==> src/source/soc_pkg.sv <==
// Bus types, transfer encodings, address map and UART register offsets for the soc_lite subsystem
package soc_pkg;

    typedef logic [31:0] addr_t;
    typedef logic [31:0] data_t;

    // AHB-Lite transfer type
    typedef enum logic [1:0] {
        IDLE   = 2'b00,
        BUSY   = 2'b01,
        NONSEQ = 2'b10,
        SEQ    = 2'b11
    } htrans_e;

    // AHB-Lite transfer size, byte to word only
    typedef enum logic [2:0] {
        BYTE = 3'b000,
        HALF = 3'b001,
        WORD = 3'b010
    } hsize_e;

    typedef enum logic [1:0] {
        SLV_SRAM = 2'd0,
        SLV_UART = 2'd1,
        SLV_NONE = 2'd2     // Default slave, error response
    } slave_e;

    //------------------------------------------------------------
    // Address map
    //------------------------------------------------------------
    localparam addr_t      SRAM_BASE  = 32'h2000_0000;
    localparam addr_t      UART_BASE  = 32'h4000_0000;
    localparam logic [4:0] REGION_MSB = 5'd31;  // Top nibble picks the region

    localparam logic [3:0] UART_DATA_OFS = 4'h0;
    localparam logic [3:0] UART_STAT_OFS = 4'h4;
    localparam int         UART_BYTE_W   = 8;

endpackage

==> src/source/ahb_uart.sv <==
// AHB-Lite UART register block with DATA and STATUS registers and a receive interrupt
`timescale 1ns/1ps

module ahb_uart
#(
    parameter int CLKS_PER_BIT = 8
)
(
    input  logic             clk,
    input  logic             RSTn,
    input  logic             i_hsel,
    input  soc_pkg::addr_t   i_haddr,
    input  soc_pkg::htrans_e i_htrans,
    input  logic             i_hwrite,
    input  soc_pkg::data_t   i_hwdata,
    input  logic             i_hready,
    input  logic             i_rxd,
    output logic             o_hreadyout,
    output logic             o_hresp,
    output soc_pkg::data_t   o_hrdata,
    output logic             o_txd,
    output logic             o_irq
);

    logic                            acc_q;     // Data phase belongs to this slave
    logic                            wr_q;
    logic [3:0]                      ofs_q;
    logic                            tx_start;
    logic                            tx_busy;
    logic                            rx_done;
    logic [soc_pkg::UART_BYTE_W-1:0] rx_data;
    logic [soc_pkg::UART_BYTE_W-1:0] rx_byte_q;
    logic                            rx_valid_q;
    logic                            data_rd;

    always_ff @(posedge clk or negedge RSTn)
    begin
        if (!RSTn)
        begin
            acc_q <= 1'b0;
            wr_q  <= 1'b0;
            ofs_q <= 4'h0;
        end
        else if (i_hready)
        begin
            acc_q <= i_hsel &&
                     ((i_htrans == soc_pkg::NONSEQ) || (i_htrans == soc_pkg::SEQ));
            wr_q  <= i_hwrite;
            ofs_q <= i_haddr[3:0];
        end
    end

    //------------------------------------------------------------
    // Data phase actions
    //------------------------------------------------------------
    assign tx_start = acc_q && wr_q && i_hready && (ofs_q == soc_pkg::UART_DATA_OFS);
    assign data_rd  = acc_q && !wr_q && i_hready && (ofs_q == soc_pkg::UART_DATA_OFS);

    // A new byte wins over a read in the same cycle
    always_ff @(posedge clk or negedge RSTn)
    begin
        if (!RSTn)
            rx_valid_q <= 1'b0;
        else if (rx_done)
            rx_valid_q <= 1'b1;
        else if (data_rd)
            rx_valid_q <= 1'b0;
    end

    always_ff @(posedge clk)
    begin
        if (rx_done)
            rx_byte_q <= rx_data;
    end

    always_comb
    begin
        case (ofs_q)
            soc_pkg::UART_DATA_OFS: o_hrdata = {24'b0, rx_byte_q};
            soc_pkg::UART_STAT_OFS: o_hrdata = {30'b0, rx_valid_q, tx_busy};
            default:                o_hrdata = '0;
        endcase
    end

    assign o_irq       = rx_valid_q;
    assign o_hreadyout = 1'b1;
    assign o_hresp     = 1'b0;

    uart_tx #(.CLKS_PER_BIT(CLKS_PER_BIT)) u_uart_tx
    (
        .clk     (clk),
        .RSTn    (RSTn),
        .i_start (tx_start),
        .i_data  (i_hwdata[soc_pkg::UART_BYTE_W-1:0]),
        .o_txd   (o_txd),
        .o_busy  (tx_busy)
    );

    uart_rx #(.CLKS_PER_BIT(CLKS_PER_BIT)) u_uart_rx
    (
        .clk     (clk),
        .RSTn    (RSTn),
        .i_rxd   (i_rxd),
        .o_data  (rx_data),
        .o_done  (rx_done)
    );

endmodule

==> src/source/uart_rx.sv <==
// UART receiver, 8N1 frame sampled at mid-bit, one-cycle done pulse on a valid stop bit
`timescale 1ns/1ps

module uart_rx
#(
    parameter int CLKS_PER_BIT = 8
)
(
    input  logic       clk,
    input  logic       RSTn,
    input  logic       i_rxd,
    output logic [7:0] o_data,
    output logic       o_done
);

    localparam int CNT_W = $clog2(CLKS_PER_BIT);
    localparam int HALF  = CLKS_PER_BIT / 2;

    typedef enum logic [1:0] {IDLE, START, DATA, STOP} state_e;

    state_e           state_q;
    logic             rxd_meta_q;
    logic             rxd_sync_q;
    logic             rxd_prev_q;
    logic [CNT_W-1:0] cnt_q;
    logic [2:0]       bit_idx_q;
    logic [7:0]       shift_q;
    logic             bit_end;

    assign bit_end = (cnt_q == CNT_W'(CLKS_PER_BIT - 1));

    //------------------------------------------------------------
    // Input synchronizer
    //------------------------------------------------------------
    always_ff @(posedge clk or negedge RSTn)
    begin
        if (!RSTn)
        begin
            rxd_meta_q <= 1'b1;
            rxd_sync_q <= 1'b1;
            rxd_prev_q <= 1'b1;
        end
        else
        begin
            rxd_meta_q <= i_rxd;
            rxd_sync_q <= rxd_meta_q;
            rxd_prev_q <= rxd_sync_q;   // For the falling edge
        end
    end

    always_ff @(posedge clk or negedge RSTn)
    begin
        if (!RSTn)
        begin
            state_q   <= IDLE;
            cnt_q     <= '0;
            bit_idx_q <= 3'd0;
            shift_q   <= 8'h00;
            o_done    <= 1'b0;
        end
        else
        begin
            o_done <= 1'b0;
            cnt_q  <= cnt_q + 1'b1;
            case (state_q)
                IDLE:
                begin
                    cnt_q <= '0;
                    if (rxd_prev_q && !rxd_sync_q)
                        state_q <= START;
                end
                START:
                    if (cnt_q == CNT_W'(HALF - 1))  // Middle of the start bit
                    begin
                        cnt_q     <= '0;
                        bit_idx_q <= 3'd0;
                        state_q   <= rxd_sync_q ? IDLE : DATA;  // Glitch, back to idle
                    end
                DATA:
                    if (bit_end)
                    begin
                        cnt_q     <= '0;
                        shift_q   <= {rxd_sync_q, shift_q[7:1]};
                        bit_idx_q <= bit_idx_q + 1'b1;
                        if (bit_idx_q == 3'd7)
                            state_q <= STOP;
                    end
                default:
                    if (bit_end)
                    begin
                        o_done  <= rxd_sync_q;  // Low stop bit drops the frame
                        state_q <= IDLE;
                    end
            endcase
        end
    end

    assign o_data = shift_q;

endmodule

==> src/source/uart_tx.sv <==
// UART transmitter, 8N1 frame with its own bit-period counter, start ignored while busy
`timescale 1ns/1ps

module uart_tx
#(
    parameter int CLKS_PER_BIT = 8
)
(
    input  logic       clk,
    input  logic       RSTn,
    input  logic       i_start,
    input  logic [7:0] i_data,
    output logic       o_txd,
    output logic       o_busy
);

    localparam int CNT_W = $clog2(CLKS_PER_BIT);

    typedef enum logic [1:0] {IDLE, START, DATA, STOP} state_e;

    state_e           state_q;
    logic [CNT_W-1:0] cnt_q;
    logic [2:0]       bit_idx_q;
    logic [7:0]       shift_q;
    logic             bit_end;

    assign bit_end = (cnt_q == CNT_W'(CLKS_PER_BIT - 1));

    always_ff @(posedge clk or negedge RSTn)
    begin
        if (!RSTn)
        begin
            state_q   <= IDLE;
            cnt_q     <= '0;
            bit_idx_q <= 3'd0;
            shift_q   <= 8'h00;
            o_txd     <= 1'b1;  // Idle line
        end
        else
        begin
            cnt_q <= (state_q == IDLE || bit_end) ? '0 : cnt_q + 1'b1;
            case (state_q)
                IDLE:
                    if (i_start)
                    begin
                        state_q <= START;
                        shift_q <= i_data;
                        o_txd   <= 1'b0;
                    end
                START:
                    if (bit_end)
                    begin
                        state_q   <= DATA;
                        bit_idx_q <= 3'd0;
                        o_txd     <= shift_q[0];    // LSB first
                        shift_q   <= shift_q >> 1;
                    end
                DATA:
                    if (bit_end)
                    begin
                        if (bit_idx_q == 3'd7)
                        begin
                            state_q <= STOP;
                            o_txd   <= 1'b1;
                        end
                        else
                        begin
                            bit_idx_q <= bit_idx_q + 1'b1;
                            o_txd     <= shift_q[0];
                            shift_q   <= shift_q >> 1;
                        end
                    end
                default:
                    if (bit_end)
                        state_q <= IDLE;
            endcase
        end
    end

    assign o_busy = (state_q != IDLE);

endmodule
==> config.mk <==
export PLATFORM = sky130hd
export DESIGN_NAME = ahb_uart
export DESIGN_NICKNAME = d
export VERILOG_FILES = /design/src/source/soc_pkg.sv /design/src/source/ahb_uart.sv /design/src/source/uart_rx.sv /design/src/source/uart_tx.sv
export SDC_FILE = /design/constraint.sdc
export NUM_CORES = 1
export LEC_CHECK = 0
export BUFFER_PORTS_ARGS = -buffer_cell sky130_fd_sc_hd__buf_2
export CORE_ASPECT_RATIO = 1.4
export CORE_UTILIZATION = 47
export CTS_BUF_LIST = sky130_fd_sc_hd__clkbuf_16
export DETAILED_ROUTE_END_ITERATION = 7
export HOLD_SLACK_MARGIN = 0.06
export PLACE_DENSITY_LB_ADDON = 0.12
export SETUP_SLACK_MARGIN = 0.02
export SLEW_MARGIN = 10
export SYNTH_ARGS = -nofsm -noshare
export SYNTH_HDL_FRONTEND = slang
export SYNTH_SLANG_ARGS = --single-unit
==> constraint.sdc <==
create_clock -name clk -period 2.6 [get_ports clk]
set_clock_uncertainty 0.2 [all_clocks]
set_input_delay 0.26 -clock clk [delete_from_list [all_inputs] [get_ports clk]]
set_output_delay 0.26 -clock clk [all_outputs]
set_load 0.02 [all_outputs]
# Word level (Yosys, flattened, before mapping)
# Index checks and enable logic that the tools add are counted.
# W data, S select, Z words.
# word_totals
out_inout_bits,36
register_bits,52
elab_cells,112
# op_classes
n_eq_ne,21
n_addsub,4
muxes,39
reduce_logical,30
# op_table
operator,count
$mux W8,4
$mux W3,8
$pmux W8 S3,1
$mux W2,11
$pmux W8 S2,1
$reduce_and A5 Y1,3
$ne A2 B1 Y1 const B,7
$add A3 B1 Y3 const B,4
$eq A3 B3 Y1 const B,4
$pmux W2 S3,2
$pmux W3 S2,2
$reduce_bool A2 Y1,5
$pmux W3 S3,1
$eq A2 B2 Y1 const B,4
$logic_and A1 B1 Y1,8
$mux W1,8
$reduce_and A4 Y1,2
$reduce_bool A3 Y1,2
$eq A2 B1 Y1 const B,2
$eq A4 B3 Y1 const B,1
$logic_not A2 Y1,2
$logic_not A4 Y1,1
$ne A2 B2 Y1 const B,2
$eq A3 B2 Y1 const B,1
other kinds (6),8

# Depth between registers and ports, before layout
# logic_depth
word_depth,6
ltp_mapped,7
mapped_depth_nobuf,6

# Cells and area by module
# Synthesis repeated with hierarchy kept, for this count alone.
# hier_totals
hier_cells,214
area_unflattened_um2,2695.1
# modules_own_cells
module,cells_per_inst,instances,area_each_um2
uart_tx,77,1,967.2
uart_rx,70,1,910.9
ahb_uart,67,1,817.0

# Worst setup path before layout
# Ideal clock, no wire load.
# synth_timing
path_type,reg2reg
startpoint,register u_uart_tx.state_q[0]
endpoint,register u_uart_tx.shift_q[0]
arrival_time_ns,1.781
path_slack_ns,0.494
required_ns,2.275
stages_incl_launch_ff,8
setup_time_ns,0.125
path_cell_list,dfrtp_1 -> inv_1 -> ha_1 -> clkbuf_1 -> nor2_1 -> a21oi_1 -> a211oi_4 -> mux2_2
# synth_between
elab_chain_len,3
# synth_lines
item,line_no,rtl
"start, declared",uart_tx.sv:21,state_e state_q;
"start signal, assigned",uart_tx.sv:33,state_q <= IDLE;
"start signal, assigned",uart_tx.sv:46,state_q <= START;
"start signal, assigned",uart_tx.sv:53,state_q <= DATA;
$eq A2 B2 Y1 (tied with other cells),uart_tx.sv:42,case (state_q)
$ne A2 B1 Y1 (no line) (tied with other cells),n/a,
$reduce_and A5 Y1 (no line),n/a,
"end signal, assigned",uart_tx.sv:47,shift_q <= i_data;
"end signal, assigned",uart_tx.sv:56,shift_q <= shift_q >> 1;
"end signal, assigned",uart_tx.sv:70,shift_q <= shift_q >> 1;
"end, declared",uart_tx.sv:24,logic [7:0] shift_q;
# Several ways; a longest one is shown, not always the timed one.
# A chain may end at the register's enable or synchronous reset.

# Worst setup path in the final report
# layout_timing
startpoint,register u_uart_tx.state_q[0]
endpoint,register u_uart_tx.shift_q[5]
# Same word-level chain as after synthesis.

==> impl_metrics.env <==
export IMPL_run_status="complete, no violations"
export IMPL_slew_viol_final=0
export IMPL_worstReg2RegStart="u_uart_tx.state_q[0]$_DFFE_PN0P_"
export IMPL_rrSetupSlack_ps=310
export IMPL_synthMuxAreaShare_pct=14.1
export IMPL_antenna_found_initial=0
export IMPL_hpwl_mm=2.77
export IMPL_htreeDepth=2
export IMPL_finalHoldWorstSlack_ps=123
export IMPL_clock_latency_ps=280
export IMPL_power_density_nw_per_um2=622
export IMPL_worstHoldStart="i_hwdata[7]"
export IMPL_ys_seq_area_share_pct=50.0
export IMPL_min_period_ps=2290
export IMPL_start_kind="register"
export IMPL_critical_path_class="register to register"
export IMPL_antenna_cells=0
export IMPL_dr_total_vias=1612
export IMPL_synth_fa_ha_area_share_pct=8.36
export IMPL_antenna_left=0
export IMPL_synthTopCellsByArea="dfrtp_1 37%, mux2_2 13%, edfxtp_1 8.9%"
export IMPL_p_sw_uw=521
export IMPL_p_leak_uw=0.00148
export IMPL_p_sw_share_pct=27.6
export IMPL_drive_gt1_share_pct=31.5
export IMPL_async_reset_ff_share_pct=84.6
export IMPL_slew_headroom_pct=65.5
export IMPL_r2r_end="u_uart_tx.shift_q[5]$_DFFE_PN0P_"
export IMPL_final_period_utilization_pct=88.2
export IMPL_required_ps=2570
export IMPL_ys_types=37
export IMPL_clock_root_buffer="clkbuf_16"
export IMPL_die_h_microns=91.6
export IMPL_via_per_inst=4.96
export IMPL_clk_pin_slew_worst_paths_ps=60
export IMPL_postSynthCellCount=217
export IMPL_post_cts_repair_setup_buffers=0
export IMPL_ir_drop_mv=0.402
export IMPL_avgSynthCellArea_sq_um=12.4
export IMPL_postLayoutSetupSlackWorst_ps=307
export IMPL_setup_worst_path_end_class="register"
export IMPL_max_slew_worst_pin_slew_ps=516
export IMPL_rsz0062_at_grt="false"
export IMPL_wl_mm=3.82
export IMPL_cts_sinks=52
export IMPL_drt_pass1_iter_count=4
export IMPL_core_area_sq_um=5530
export IMPL_worstHoldPathCells=3
export IMPL_final_common_cell="dfrtp_1"
export IMPL_ff2ff_path_depth=6
export IMPL_place_congestion=0.793
export IMPL_drt_iter0_drc=76
export IMPL_fin_setup_tns_ps=0
export IMPL_utilization_pct=55.0
export IMPL_synth_edf_count=8
export IMPL_yosys_area_top_type="dfrtp_1"
export IMPL_synthXorXnorAreaFrac_pct=0
export IMPL_setup_violations=0
export IMPL_ys_ff_latch=52
export IMPL_multi_input_area_sq_um=1190
export IMPL_drc=0
export IMPL_boundaryPins=108
export IMPL_mostFrequentLayoutCells="40 x dfrtp_1, 31 x mux2_2, 28 x buf_2, 26 x conb_1, 18 x ha_1"
export IMPL_seq_area_sq_um=1350
export IMPL_yosys_warnings=0
export IMPL_gr_total_overflow=0
export IMPL_pwr_share_comb_pct=19.0
export IMPL_die_x_microns=66
export IMPL_p_int_uw=1370
export IMPL_max_freq_ghz=0.436
export IMPL_wire_per_inst_microns=11.8
export IMPL_synth_top_family_by_area="multiplexers"
export IMPL_hold_path_class="primary input to register"
export IMPL_grt_use_total_pct=15.0
export IMPL_critPathMaxFanout=9
export IMPL_hold_viol_final=0
export IMPL_power_frac_seq_pct=48.9
export IMPL_fillers=483
export IMPL_syn_to_final_growth_pct=12.7
export IMPL_synth_top_area_share_pct=37.1
export IMPL_grt_pass1_wl_mm=6.94
export IMPL_cap_violations=0
export IMPL_clk_path_buf_depth=2
export IMPL_p_clk_share_pct=32.1
export IMPL_cts_tree="built"
export IMPL_synth_flop_cell="dfrtp_1"
export IMPL_min_to="u_uart_tx.shift_q[7]$_DFFE_PN0P_"
export IMPL_grt_max_degree=27
export IMPL_dpl_instance_area_sq_um=2810
export IMPL_port_buffers=28
export IMPL_synth_compound_area_share_pct=7.61
export IMPL_synthSimpleGateAreaFrac_pct=10.6
export IMPL_layout_nets=346
export IMPL_dieArea_sq_um=6050
export IMPL_rows=32
export IMPL_fin_area_sq_um=3040
export IMPL_arrival_ps=2260
export IMPL_cts_buffers=5
export IMPL_cts_resized_gates=0
export IMPL_synthesis_area_sq_um=2700
export IMPL_grt_pass1_vias=1533
export IMPL_start_util_pct=48.8
export IMPL_post_place_ws_ps=322
cell usage after synthesis (2+ instances only):
master     n
dfrtp_1   40
mux2_2    31
buf_4     26
ha_1      18
nor2_1     9
a22o_1     8
edfxtp_1   8
inv_1      8
a21oi_1    7
and2_2     6
nand2_1    6
o21ai_0    5
clkbuf_1   4
dfstp_2    4
nor2b_1    4
mux2i_1    3
nand2b_1   3
nand3_1    3
a31oi_1    2
conb_1     2
nand3b_1   2
nor3b_1    2
nor4_1     2
stage by stage:
step / total power, uW / cells
5_1_grt: 2010 / 325
3_5_place_dp: 1290 / 308
6_report: 1890 / 325
3_3_place_gp: 1290 / 308
4_1_cts: 1920 / 325
2_1_floorplan: 1230 / 241
critical path, cell delays in order (launching register included):
cell	delay [ps]
dfrtp_1	390
inv_1	70
ha_1	300
nor2_1	220
a21oi_1	100
a211oi_4	500
mux2_2	390
sequential cells by signal, indices dropped and copies added (netlist names), 2 cells and up:
signal,cells
u_uart_rx.bit_idx_q,3
u_uart_rx.state_q,2
u_uart_tx.shift_q,8
ofs_q,4
u_uart_tx.state_q,2
u_uart_tx.bit_idx_q,3
u_uart_tx.cnt_q,3
rx_byte_q,8
u_uart_rx.cnt_q,3
u_uart_rx.o_data,8
per-layer routing:
metal  up-vias  part of all wire (%)  wire, microns  global-route usage (%)
li1        792                     -              -                       -
met1       773                    43           1660                    18.3
met2        42                    51           1940                    24.2
met3         5                   4.1            158                    3.39
met4         0                   1.8             68                    7.45
met5         -                     0              0                       0
power by group through the flow:
stage | sequential [uW] | clock, uW | combinational, uW
after detailed placement | 940 | 0 | 351
after CTS | 923 | 636 | 364
after global placement | 937 | 0 | 351
final | 923 | 607 | 360
after global routing | 932 | 661 | 421
after floorplan | 929 | 0 | 300
cells by family after synthesis:
group / Yosys count
buffers and inverters: 39
multiplexers: 34
other: 2
AND/OR/NAND/NOR: 44
flip-flops: 52
adder cells (fa/ha/maj): 18
AO/OA/AOI/OAI: 28
repair_timing:
| action | 4_1_cts | 5_1_grt |
|---|---|---|
| hold buffers | 9 | 0 |
| hold endpoints to repair | 25 | 0 |
| setup endpoints to repair | 0 | 0 |
cell type report:
type / count / area share, %
Clock inverter: 3 / 0.371
Multi-Input combinational cell: 150 / 39.3
Inverter: 8 / 0.989
Clock buffer: 5 / 4.12
Tap cell: 68 / 2.80
Timing Repair Buffer: 39 / 8.08
Sequential cell: 52 / 44.3
worst max path at each step:
| stage | depth (start not counted) | from | slack, ps | to |
|---|---|---|---|---|
| global route | 6 | u_uart_tx.state_q[0]$_DFFE_PN0P_ | 190 | u_uart_tx.shift_q[0]$_DFFE_PN0P_ |
| CTS | 6 | u_uart_tx.state_q[0]$_DFFE_PN0P_ | 320 | u_uart_tx.shift_q[6]$_DFFE_PN0P_ |
| floorplan | 7 | u_uart_tx.state_q[0]$_DFFE_PN0P_ | 490 | u_uart_tx.shift_q[0]$_DFFE_PN0P_ |
| global placement | 6 | u_uart_tx.state_q[0]$_DFFE_PN0P_ | 330 | u_uart_tx.shift_q[5]$_DFFE_PN0P_ |
| detailed placement | 6 | u_uart_tx.state_q[0]$_DFFE_PN0P_ | 320 | u_uart_tx.shift_q[6]$_DFFE_PN0P_ |
| finish | 6 | u_uart_tx.state_q[0]$_DFFE_PN0P_ | 310 | u_uart_tx.shift_q[5]$_DFFE_PN0P_ |
No activity file was read; power rests on OpenSTA's default activity.
