===== src/source/soc_pkg.sv =====
// Bus types, transfer encodings, address map and UART register offsets for the soc_lite subsystem
package soc_pkg;

    typedef logic [31:0] addr_t;
    typedef logic [31:0] data_t;

    // AHB-Lite transfer type
    typedef enum logic [1:0] {
        IDLE   = 2'b00,
        BUSY   = 2'b01,
        NONSEQ = 2'b10,
        SEQ    = 2'b11
    } htrans_e;

    // AHB-Lite transfer size, byte to word only
    typedef enum logic [2:0] {
        BYTE = 3'b000,
        HALF = 3'b001,
        WORD = 3'b010
    } hsize_e;

    typedef enum logic [1:0] {
        SLV_SRAM = 2'd0,
        SLV_UART = 2'd1,
        SLV_NONE = 2'd2     // Default slave, error response
    } slave_e;

    //------------------------------------------------------------
    // Address map
    //------------------------------------------------------------
    localparam addr_t      SRAM_BASE  = 32'h2000_0000;
    localparam addr_t      UART_BASE  = 32'h4000_0000;
    localparam logic [4:0] REGION_MSB = 5'd31;  // Top nibble picks the region

    localparam logic [3:0] UART_DATA_OFS = 4'h0;
    localparam logic [3:0] UART_STAT_OFS = 4'h4;
    localparam int         UART_BYTE_W   = 8;

endpackage


===== src/source/ahb_interconnect.sv =====
// AHB-Lite decoder and response mux, with a default slave that answers unmapped or bad transfers
`timescale 1ns/1ps

module ahb_interconnect
(
    input  logic             clk,
    input  logic             RSTn,
    input  soc_pkg::addr_t   i_haddr,
    input  soc_pkg::htrans_e i_htrans,
    input  soc_pkg::hsize_e  i_hsize,
    input  logic             i_sram_hreadyout,
    input  logic             i_sram_hresp,
    input  soc_pkg::data_t   i_sram_hrdata,
    input  logic             i_uart_hreadyout,
    input  logic             i_uart_hresp,
    input  soc_pkg::data_t   i_uart_hrdata,
    output logic             o_hsel_sram,
    output logic             o_hsel_uart,
    output logic             o_hready,
    output logic             o_hresp,
    output soc_pkg::data_t   o_hrdata
);

    typedef enum logic {ERR_FIRST, ERR_LAST} err_e;

    soc_pkg::slave_e dec_slv;
    soc_pkg::slave_e data_slv_q;    // Target of the transfer now in its data phase
    err_e            err_q;
    logic            accept;
    logic            misaligned;

    //------------------------------------------------------------
    // Address phase decode
    //------------------------------------------------------------
    assign misaligned = ((i_hsize == soc_pkg::HALF) && i_haddr[0]) ||
                        ((i_hsize == soc_pkg::WORD) && (i_haddr[1:0] != 2'b00));

    always_comb
    begin
        if (misaligned || (i_hsize > soc_pkg::WORD))
            dec_slv = soc_pkg::SLV_NONE;
        else if (i_haddr[soc_pkg::REGION_MSB -: 4] ==
                 soc_pkg::SRAM_BASE[soc_pkg::REGION_MSB -: 4])
            dec_slv = soc_pkg::SLV_SRAM;
        else if (i_haddr[soc_pkg::REGION_MSB -: 4] ==
                 soc_pkg::UART_BASE[soc_pkg::REGION_MSB -: 4])
            dec_slv = soc_pkg::SLV_UART;
        else
            dec_slv = soc_pkg::SLV_NONE;
    end

    assign o_hsel_sram = (dec_slv == soc_pkg::SLV_SRAM);
    assign o_hsel_uart = (dec_slv == soc_pkg::SLV_UART);
    assign accept      = o_hready &&
                         ((i_htrans == soc_pkg::NONSEQ) || (i_htrans == soc_pkg::SEQ));

    // An idle data phase is routed to the RAM, which always answers OKAY
    always_ff @(posedge clk or negedge RSTn)
    begin
        if (!RSTn)
            data_slv_q <= soc_pkg::SLV_SRAM;
        else if (o_hready)
            data_slv_q <= accept ? dec_slv : soc_pkg::SLV_SRAM;
    end

    // Two-cycle error response
    always_ff @(posedge clk or negedge RSTn)
    begin
        if (!RSTn)
            err_q <= ERR_FIRST;
        else if (data_slv_q == soc_pkg::SLV_NONE)
            err_q <= (err_q == ERR_FIRST) ? ERR_LAST : ERR_FIRST;
    end

    //------------------------------------------------------------
    // Data phase response mux
    //------------------------------------------------------------
    always_comb
    begin
        case (data_slv_q)
            soc_pkg::SLV_UART:
            begin
                o_hready = i_uart_hreadyout;
                o_hresp  = i_uart_hresp;
                o_hrdata = i_uart_hrdata;
            end
            soc_pkg::SLV_NONE:
            begin
                o_hready = (err_q == ERR_LAST);     // Low, then high
                o_hresp  = 1'b1;
                o_hrdata = '0;
            end
            default:
            begin
                o_hready = i_sram_hreadyout;
                o_hresp  = i_sram_hresp;
                o_hrdata = i_sram_hrdata;
            end
        endcase
    end

endmodule


===== config.mk =====
export PLATFORM = sky130hd
export DESIGN_NAME = ahb_interconnect
export DESIGN_NICKNAME = d
export VERILOG_FILES = /design/src/source/soc_pkg.sv /design/src/source/ahb_interconnect.sv
export SDC_FILE = /design/constraint.sdc
export NUM_CORES = 1
export LEC_CHECK = 0
export BUFFER_PORTS_ARGS = -buffer_cell sky130_fd_sc_hd__buf_4
export CORE_MARGIN = 3
export CORE_UTILIZATION = 22
export CTS_BUF_LIST = sky130_fd_sc_hd__clkbuf_8
export CTS_CLUSTER_DIAMETER = 30
export DETAILED_ROUTE_END_ITERATION = 7
export PLACE_DENSITY = 0.81
export SLEW_MARGIN = 20
export SYNTH_ARGS = -nofsm -noshare
export SYNTH_HDL_FRONTEND = slang
export SYNTH_SLANG_ARGS = --single-unit

===== constraint.sdc =====
create_clock -name clk -period 2.1 [get_ports clk]
set_input_delay 0.315 -clock clk [delete_from_list [all_inputs] [get_ports clk]]
set_output_delay 0.315 -clock clk [all_outputs]
set_load 0.02 [all_outputs]

; After elaboration in Yosys (flattened, before gate mapping)
; Cells that the tools add are included.
[word_totals]
inputBits = 107
out_inout_bits = 36
ff_bits = 3
word_cells = 28
[classes]
n_lt_le_gt_ge = 1
reduce_logical = 8
eq_ne = 9
muxes = 8
[op_table]
columns = cell, n
row1 = case mux 32 bit (2 select lines), 1
row2 = 2-to-1 mux 2 bit, 4
row3 = "== test 2 bit, second input constant", 3
row4 = "== test 2 x 1 -> 1 bit, second input constant", 2
row5 = "== test 4 x 2 -> 1 bit, second input constant", 1
row6 = "== test 4 x 3 -> 1 bit, second input constant", 1
row7 = case mux 1 bit (2 select lines), 2
row8 = "== test 3 x 1 -> 1 bit, second input constant", 1
row9 = "== test 3 x 2 -> 1 bit, second input constant", 1
row10 = "greater-than comparator 3 x 2 -> 1 bit, second input constant", 1
row11 = logical AND 1 bit, 3
row12 = logical OR 1 bit, 3
row13 = logical NOT 2 bit, 1
row14 = nonzero test 2 bit, 1
row15 = 2-to-1 mux 1 bit, 1

; Logic depth before layout (Yosys ltp)
; Gate-level depths: netlist of the first run.
[depth]
word_depth = 6
depth_mapped = 6
depth_no_buf = 5

; Worst setup path before layout of the first run
; OpenSTA, ideal clock, no wires.
[synth_timing]
kind = register to output
start = register data_slv_q[0]
end = output o_hrdata[22]
slack_ps = 271
required_time_ps = 1785
stages_incl_launch_ff = 6
path_buffers = 2
arrival_time_ps = 1514
path_cell_list = dfrtp_1 -> inv_1 -> ha_1 -> buf_6 -> clkbuf_1 -> o21ai_0
[synth_via]
elab_chain_len = 2
elab_cells_between_ends = 3
classes_between = 2 x eq/ne / 1 x mux
[synth_lines]
columns = item, line_no
row1 = start: declaration, ahb_interconnect.sv:27  ; soc_pkg::slave_e data_slv_q;
row2 = start signal: assignment, ahb_interconnect.sv:61  ; data_slv_q <= soc_pkg::SLV_SRAM;
row3 = start signal: assignment, ahb_interconnect.sv:63  ; data_slv_q <= accept ? dec_slv : soc_pkg::SLV_SRAM;
row4 = == test 2 bit or == test 2 x 1 -> 1 bit (tied branches), ahb_interconnect.sv:80  ; case (data_slv_q)
row5 = case mux 32 bit (2 select lines) (*), ahb_interconnect.sv:80
row6 = end: declaration, ahb_interconnect.sv:21  ; output soc_pkg::data_t o_hrdata
; Mark *: on every way between the ends. The rest lies on a longest branch, timed or not.

; Worst setup path in the final report of the first run
[layout_timing]
start = register data_slv_q[0]
end = output o_hready
[layout_via]
elab_chain_len = 2
elab_cells_between_ends = 3
classes_between = 2 x eq/ne / 1 x mux
[layout_lines]
columns = item, line_no
row1 = == test 2 bit or == test 2 x 1 -> 1 bit (tied branches), ahb_interconnect.sv:80
row2 = case mux 1 bit (2 select lines) (*), ahb_interconnect.sv:80
row3 = end: declaration, ahb_interconnect.sv:19  ; output logic o_hready,
; Marked as above.

==> flow_summary.toml, run 1 <==
[timing]
finalCritPeriodShare_pct = 95.91
fin_crit_ns = 2.014
max_freq_mhz = 496.5
drv_slew = 0
hold_viol = 0
skew_ns = 0.002184
setup_tns_ns = 0
relSlewSlack_pct = 70.42
tightest_slew_ns = 0.4391
grt_setup_unrepaired = "no"
hold_ws_ns = 0.4064
finalSetupViolCount = 0

[layout]
drive_gt1_share_pct = 67.38
final_cell_mix = "buf_4 (117), a22o_1 (32), inv_1 (5)"
finalNonFillerCells = 217
layout.nets = 297
fillers = 212
diodes = 0
area_delta_synth_final_pct = 167.2
final_common_cell = "buf_4"

[grt]
gr-total-overflow = 0
grt_max_degree = 32
antenna_found_initial = 0
grt_pass1_vias = 1049
grt_pass1_wl_mm = 4.581
grt_use_total_pct = 17.21

[route]
vias = 1057
met3_length_um = 362
drt-met1-wl_mm = 1.048
wl_met2_mm = 1.558
drc = 0
vias_per_cell = 4.871
antenna_left = 0
dr.pass1.iters = 4
routed_wl_mm = 3.009
drt-initial-drc-count = 41
top_layer = "met4"
wl_per_cell_um = 13.87

[hold_path]
worstHoldPathType = "in2reg"

[worst_setup_path]
reg2regPathDepth = 6
criticalPathCategory = "reg2out"
r2r_end = "data_slv_q[0]$_DFFE_PN0P_"
cp-start-kind = "flip-flop"
crit_path_end = "o_hready"
crit_start = "data_slv_q[0]$_DFFE_PN0P_"
r2r_setup_slack_ns = 0.41
arrival_ns = 1.70
r2r_start = "data_slv_q[0]$_DFFE_PN0P_"
crit_fanout = 11
worst_setup_path_end_kind = "primary output"
crit_required_ns = 1.78

[synth]
syn_nets = 180
ys_ff_latch = 3
yosys.cell_types.count = 21
synth-warning-count = 0
synth_seq_area_share_pct = 12.88
synth.cell_area_um2 = 583.1
synthCells = 71
synth_area_per_cell_um2 = 8.212

[place]
portBuffers = 115
placed_cells = 212
place.gp.congestion = 0.6801
place_hpwl_mm = 2.510

[floorplan]
fp.dieArea_um2 = 3304
io_pins = 143
num_rows = 18
die_y_um = 57.48
core_um2 = 2500
start_util_pct = 23.32
die_w_um = 57.48

[clocking]
ctsHtreeMaxLevel = 1
post_cts_buffers = 0
clk_latency_ns = 0.22
cts.sinks = 3
clockBufferDepth = 2
tritoncts = "yes"
clkTransAtPathRegs_ns = 0.03
root_buffer = "clkbuf_8"
cts_inserted_buffers = 3

[run_status]
status = "complete, no violations"

[power]
p_leak_nw = 0.8393
power_density_nw_per_um2 = 917.3
ir_worst_vdd_mv = 0.5654

[flow_run]
drv_cap = 0
## cells in the mapped netlist (all sizes together)
cell	count	share of area (%)
dfrtp	3	13
nor2b	2	3.4
nor3b	1	1.3
ha	2	4.3
a21oi	2	1.7
nand2	3	1.9
buf	4	4.5
nand2b	1	1.1
nor3	3	2.6
o211ai	1	1.3
or2	1	1.1
o41ai	1	2.8
nor2	1	0.64
a22o	32	48
clkbuf	3	1.9
o21ai	4	3.4
xor2	2	3.0
inv	4	2.6
a221oi	1	1.5
## power by group
group | internal [W] | switching [W] | total (W)
Clock | 0.000125 | 0.0000404 | 0.000165
Combinational | 0.000582 | 0.000578 | 0.00116
Sequential | 0.0000794 | 0.0000246 | 0.000104
## registers in the layout, summed over array words and instances, names as in the netlist
signal,flops
data_slv_q,2
err_q,1
## through the flow
step,instance area (um^2),setup WS [ns],total power (W),utilization (%)
floorplan,583.1,0.2706,0.0007486,-
global placement,1484,0.2851,0.001210,59.36
detailed placement,1484,0.2387,0.001234,59.36
CTS,1539,0.001847,0.001407,61.56
global route,1558,0.002132,0.001523,62.31
finish,1558,0.08591,0.001429,62.31
## worst min-delay path by stage
stage / from / to / slack, ns / cells after the start
floorplan: RSTn / data_slv_q[0]$_DFFE_PN0P_ / 0.02 / 0
global placement: RSTn / data_slv_q[0]$_DFFE_PN0P_ / 0.11 / 1
detailed placement: RSTn / data_slv_q[1]$_DFFE_PN0P_ / 0.11 / 1
CTS: i_htrans[1] / data_slv_q[0]$_DFFE_PN0P_ / 0.40 / 3
global route: i_htrans[1] / data_slv_q[0]$_DFFE_PN0P_ / 0.42 / 3
finish: i_htrans[1] / data_slv_q[0]$_DFFE_PN0P_ / 0.41 / 3
## critical path: stages (launching register included)
cell and delay [ns]:
dfrtp_1 0.39, inv_1 0.11, ha_4 0.22, buf_4 0.17
nor2b_4 0.13, or2_1 0.24, inv_1 0.07, buf_4 0.13
## metal layers
layer  GRT usage, %  vias up
li1               -      517
met1          19.21      469
met2          30.32       67
met3          4.751        4
met4          7.285        0
met5              0        -
## timing repair
| item | 4_1_cts | 5_1_grt |
|---|---|---|
| hold buffers | 1 | 0 |
| gates resized for setup | 0 | 2 |
| hold endpoints to repair | 3 | 0 |
| setup endpoints to repair | 0 | 1 |
## final cells by class
cell class | instances | area, um^2 | area share (%)
clock buffer | 3 | 41.29 | 2.651
clock inverter | 1 | 3.754 | 0.2410
inverter | 4 | 15.01 | 0.9639
multi-input combinational | 57 | 476.7 | 30.60
sequential | 3 | 75.07 | 4.819
tap | 30 | 37.54 | 2.410
timing repair buffer | 119 | 908.4 | 58.31
## cells by family (layout without fill, tap and decap cells)
| family | Yosys count | count (layout) | synth area share, % |
|---|---|---|---|
| AOI/OAI and AO/OA | 41 | 41 | 58.80 |
| xor gates and xnor gates | 2 | 2 | 3.005 |
| adders and majority gates | 2 | 2 | 4.291 |
| buffers and inverters | 11 | 127 | 9.011 |
| DFF | 3 | 3 | 12.88 |
| and+or+nand+nor | 12 | 12 | 12.02 |
Power figures use the tool's default switching activity.
==> inputs of run 2 (changes only) <==
--- a/config.mk
+++ b/config.mk
@@ -5,7 +5,7 @@
 export SDC_FILE = /design/constraint.sdc
 export NUM_CORES = 1
 export LEC_CHECK = 0
-export BUFFER_PORTS_ARGS = -buffer_cell sky130_fd_sc_hd__buf_4
+export BUFFER_PORTS_ARGS = -buffer_cell sky130_fd_sc_hd__clkbuf_2
 export CORE_MARGIN = 3
 export CORE_UTILIZATION = 22
 export CTS_BUF_LIST = sky130_fd_sc_hd__clkbuf_8
==> run 2 against run 1 <==
Sequential share of layout area is 1.0 points higher. Die area stayed put. Routed wire length is 11% lower. Highest routed layer is now met3. Worst setup slack better by 0.028 ns. Global-route usage is 1.8 points lower. Clock skew is 0.0017 ns lower. Count of clock-buffer cells in the layout stayed put. Final cell count is 0.46% higher. Register-to-register slack better by 0.02 ns.
==> flow_summary.toml, run 2 (synthesis results as in run 1) <==
[worst_setup_path]
cp-start-kind = "flip-flop"
crit_fanout = 11
critical-path-max-stage-delay_ns = 0.39
cpLargestDelayFamily = "buffers and inverters"
path_cells = "inv_1 > ha_4 > buf_4 > nor2b_4 > or2_4 > inv_1 > buf_4"
criticalPathCategory = "reg2out"
slowest_stage = "dfrtp_1"
cp_num_buf_inv = 4
arrival_ns = 1.67
crit_required_ns = 1.78
worst_setup_path_end_kind = "primary output"

[layout]
fillers = 269
top_register = "data_slv_q"
multi_input_area_um2 = 484.2
layout.nets = 298
drive_gt1_share_pct = 68.09
largestRegisters = "data_slv_q x2, err_q x1"
area_delta_synth_final_pct = 120.0
final_common_cell = "clkbuf_2"
seq_area_um2 = 75.07
diodes = 0
final_cell_mix = "clkbuf_2 (114), a22o_1 (32), inv_1 (5)"
largest_reg_flops = 2
final_util_pct = 51.30

[timing]
setup_slack_ns = 0.1141
grt_setup_unrepaired = "no"
finalCritPeriodShare_pct = 94.56
relSlewSlack_pct = 73.34
hold_viol = 0
skew_ns = 0.0004826
max_freq_mhz = 503.6
fin_crit_ns = 1.986
setup_tns_ns = 0
finalSetupViolCount = 0
drv_slew = 0
tightest_slew_ns = 0.3957

[grt]
grt_pass1_vias = 975
grt_max_degree = 26
grt_pass1_wl_mm = 4.112
grt_use_total_pct = 15.41
antenna_found_initial = 0
gr-total-overflow = 0

[floorplan]
die_w_um = 57.48
num_rows = 18
io_pins = 143
start_util_pct = 23.32
core_um2 = 2500
fp.dieArea_um2 = 3304
die_y_um = 57.48

[route]
antenna_left = 0
drt-initial-drc-count = 50
vias = 1031
dr.pass1.iters = 3
routed_wl_mm = 2.681
drc = 0
vias_per_cell = 4.729
wl_per_cell_um = 12.30

[clocking]
clockBufferDepth = 2
tritoncts = "yes"
clkTransAtPathRegs_ns = 0.03
clk_latency_ns = 0.21
root_buffer = "clkbuf_8"
cts.sinks = 3
ctsHtreeMaxLevel = 1
cts_inserted_buffers = 3
post_cts_buffers = 0

[run_status]
status = "complete, no violations"

[place]
portBuffers = 115
place_ws_ns = 0.2326
place_hpwl_mm = 2.309
place.gp.congestion = 0.7029

[power]
p_leak_nw = 0.7685
power_density_nw_per_um2 = 996.9
ir_worst_vdd_mv = 0.5222

[hold_path]
worstHoldPathType = "in2reg"

[flow_run]
drv_cap = 0
## run 2: metrics by stage
stage | std cells | hold slack [ns] | total power (W) | area [um^2]
after CTS | 218 | 0.3655 | 0.001260 | 1259
after floorplan | 71 | 0.01941 | 0.0007486 | 583.1
final | 218 | 0.3697 | 0.001279 | 1282
after global routing | 218 | 0.3770 | 0.001384 | 1282
after detailed placement | 213 | 0.1152 | 0.001065 | 1191
after global placement | 213 | 0.1172 | 0.001049 | 1191
## run 2: final cells by class
type                            instances  share of cell area [%]
Multi-Input combinational cell         57                   37.76
Tap cell                               30                   2.927
Clock inverter                          1                  0.2927
Timing Repair Buffer                  120                   48.78
Clock buffer                            3                   3.220
Sequential cell                         3                   5.854
Inverter                                4                   1.171
## run 2: final timing paths
kind / from / end / slack, ns / depth (start not counted)
worst max-delay path: data_slv_q[0]$_DFFE_PN0P_ / o_hready / 0.11 / 7
worst min-delay path: i_htrans[1] / data_slv_q[0]$_DFFE_PN0P_ / 0.37 / 3
worst max register to register: data_slv_q[0]$_DFFE_PN0P_ / data_slv_q[0]$_DFFE_PN0P_ / 0.43 / 6
worst min register to register: err_q$_DFFE_PN0N_ / err_q$_DFFE_PN0N_ / 0.49 / 1
max in group asynchronous: RSTn / err_q$_DFFE_PN0N_ / 1.56 / 2
min in group asynchronous: RSTn / data_slv_q[1]$_DFFE_PN0P_ / 0.43 / 2
## run 2: worst register-to-register path, cell delays in order, from the launching register on
cell	delay, ns
dfrtp_1	0.39
inv_1	0.11
ha_4	0.23
buf_4	0.18
nor2b_4	0.14
or2_4	0.23
o41ai_2	0.29
## run 2: power breakdown
part | total [W] | leakage, nW | switching [W] | internal (W)
registers | 0.000103 | 0.0378 | 0.0000240 | 0.0000794
logic | 0.00101 | 0.704 | 0.000569 | 0.000445
clock network | 0.000161 | 0.0269 | 0.0000371 | 0.000124
total | 0.00128 | 0.768 | 0.000630 | 0.000648
## run 2: what timing repair did
| action | 4_1_cts | 5_1_grt |
|---|---|---|
| resized for setup | 1 | 7 |
| hold buffers | 1 | 0 |
| setup endpoints to repair | 1 | 22 |
| endpoints found under the hold margin | 3 | 0 |
## run 2: layer usage
layer	global-route usage, %	vias up	part of all wire (%)
li1	-	519	-
met1	18.66	449	37
met2	27.26	63	51
met3	4.751	0	11
met4	1.987	0	0
met5	0	-	0
==> inputs of run 3 (changes only) <==
--- a/config.mk
+++ b/config.mk
@@ -11,8 +11,8 @@
 export CTS_BUF_LIST = sky130_fd_sc_hd__clkbuf_8
 export CTS_CLUSTER_DIAMETER = 30
 export DETAILED_ROUTE_END_ITERATION = 7
+export GPL_TIMING_DRIVEN = 0
 export PLACE_DENSITY = 0.81
-export SLEW_MARGIN = 20
 export SYNTH_ARGS = -nofsm -noshare
 export SYNTH_HDL_FRONTEND = slang
 export SYNTH_SLANG_ARGS = --single-unit
==> constraint.sdc (replaced) <==
create_clock -name clk -period 1.9 [get_ports clk]
set_input_delay 0.285 -clock clk [delete_from_list [all_inputs] [get_ports clk]]
set_output_delay 0.285 -clock clk [all_outputs]
set_load 0.02 [all_outputs]
==> run 3 against run 2 <==
The flow now finishes with violations (setup timing). Total power is 46% higher. Critical path depth stayed put. Clock skew is 0.0010 ns higher. Sequential share of layout area is 1.3 points lower. Routed wire length is 28% higher. Non-clock buffer count is 12 higher. Worst setup slack worse by 0.25 ns.
==> flow_summary.toml, run 3 (synthesis results as in run 1) <==
[floorplan]
core_um2 = 2500
die_w_um = 57.48
die_y_um = 57.48
start_util_pct = 23.32
fp.dieArea_um2 = 3304
io_pins = 143
num_rows = 18

[route]
dr.pass1.iters = 4
routed_wl_mm = 3.426
drc = 0
wl_per_cell_um = 14.90
antenna_left = 0
vias = 1137
drt-initial-drc-count = 32
vias_per_cell = 4.943

[clocking]
clk_latency_ns = 0.22
cts_inserted_buffers = 3
tritoncts = "yes"
clockBufferDepth = 2
cts.sinks = 3
clkTransAtPathRegs_ns = 0.03
ctsHtreeMaxLevel = 1
root_buffer = "clkbuf_8"

[timing]
relSlewSlack_pct = 73.64
drv_slew = 0
fin_crit_ns = 2.040
finalCritPeriodShare_pct = 107.4
hold_viol = 0
max_freq_mhz = 490.3
finalSetupViolCount = 31
tightest_slew_ns = 0.3913
setup_tns_ns = -3.044
grt_setup_unrepaired = "yes"
skew_ns = 0.001492
setup_slack_ns = -0.1397

[worst_setup_path]
reg2regPathDepth = 8
crit_fanout = 7
criticalPathCategory = "reg2out"
r2r_end = "data_slv_q[1]$_DFFE_PN0P_"
cp-start-kind = "flip-flop"
r2r_start = "data_slv_q[0]$_DFFE_PN0P_"
arrival_ns = 1.75
worst_setup_path_end_kind = "primary output"
r2r_setup_slack_ns = 0.15
crit_required_ns = 1.62

[power]
total_power_w = 0.001861
ir_worst_vdd_mv = 0.8325
p_leak_nw = 0.9128
power_density_nw_per_um2 = 1120

[grt]
antenna_found_initial = 0
grt_use_total_pct = 20.32
grt_pass1_vias = 1149
grt_pass1_wl_mm = 5.264
grt_max_degree = 11
gr-total-overflow = 0

[layout]
largestRegisters = "data_slv_q x2, err_q x1"
final_cell_mix = "clkbuf_2 (83), clkbuf_8 (33), a22o_1 (32)"
fillers = 226
largest_reg_flops = 2
area_delta_synth_final_pct = 185.0
drive_gt1_share_pct = 70.50
diodes = 0
finalNonFillerCells = 230
final_util_pct = 66.47
top_register = "data_slv_q"
final_common_cell = "clkbuf_2"
layout.nets = 310

[place]
placed_cells = 216
portBuffers = 115
place.gp.congestion = 0.6883
place_hpwl_mm = 2.298

[flow_run]
drv_cap = 0

[hold_path]
hold_end = "data_slv_q[0]$_DFFE_PN0P_"
min-delay-start = "i_htrans[1]"
hold_path_depth = 3
worstHoldPathType = "in2reg"

[run_status]
violations = "setup timing"
status = "finished with violations"
## run 3: changes by cell type in the layout (fill, tap and decap cells not counted), sizes merged
cell / delta
buf: +11
clkbuf: +1
## run 3: metrics by stage
stage	instance area [um^2]	hold WS, ns	setup WS, ns
final	1662	0.3336	-0.1397
after global routing	1662	0.3524	-0.2115
after CTS	1642	0.3378	-0.1133
after detailed placement	1196	0.08317	-0.09737
after global placement	1196	0.08378	-0.08148
after floorplan	583.1	-0.01059	0.1006
## run 3: what timing repair did
action | 4_1_cts | 5_1_grt
hold endpoints to repair | 3 | 0
hold buffers | 1 | 0
cloned | 3 | 0
resized for setup | 82 | 7
setup endpoints to repair | 34 | 34
setup buffers | 5 | 1
pin swaps | 3 | 8
## run 3: worst max path at each step
stage | startpoint | end | slack (ns) | cells after the start
global route | data_slv_q[0]$_DFFE_PN0P_ | o_hrdata[11] | -0.21 | 7
floorplan | data_slv_q[0]$_DFFE_PN0P_ | o_hrdata[22] | 0.10 | 5
detailed placement | data_slv_q[0]$_DFFE_PN0P_ | o_hrdata[26] | -0.1 | 7
global placement | data_slv_q[0]$_DFFE_PN0P_ | o_hrdata[14] | -0.08 | 7
CTS | data_slv_q[0]$_DFFE_PN0P_ | o_hrdata[26] | -0.11 | 7
finish | data_slv_q[0]$_DFFE_PN0P_ | o_hrdata[11] | -0.14 | 7
## run 3: area by class of cell
type	instances	area [um^2]	share of cell area [%]
repair buffers	125	939.7	56.55
multi-input cells	57	484.2	29.14
flip-flops and latches	3	75.07	4.518
plain buffers	7	65.06	3.916
clock buffers	3	41.29	2.485
well taps	30	37.54	2.259
inverters	4	15.01	0.9036
clock inverters	1	3.754	0.2259
## run 3: layer usage
metal	vias to the layer above	wire (um)	track usage, %
li1	548	-	-
met1	510	1134	21.28
met2	72	1885	39.03
met3	7	350	5.882
met4	0	54	4.967
met5	-	0	0
## run 3: power by group
part           switching, W  internal [W]
Clock             0.0000461      0.000138
Sequential        0.0000253     0.0000878
Combinational      0.000708      0.000856
## run 3: critical path: stages, from the launching register on
cell and delay (ns):
dfrtp_1 0.39, inv_2 0.08, ha_4 0.20, buf_6 0.13
nor2b_4 0.26, buf_6 0.16, a22o_1 0.16, clkbuf_8 0.16
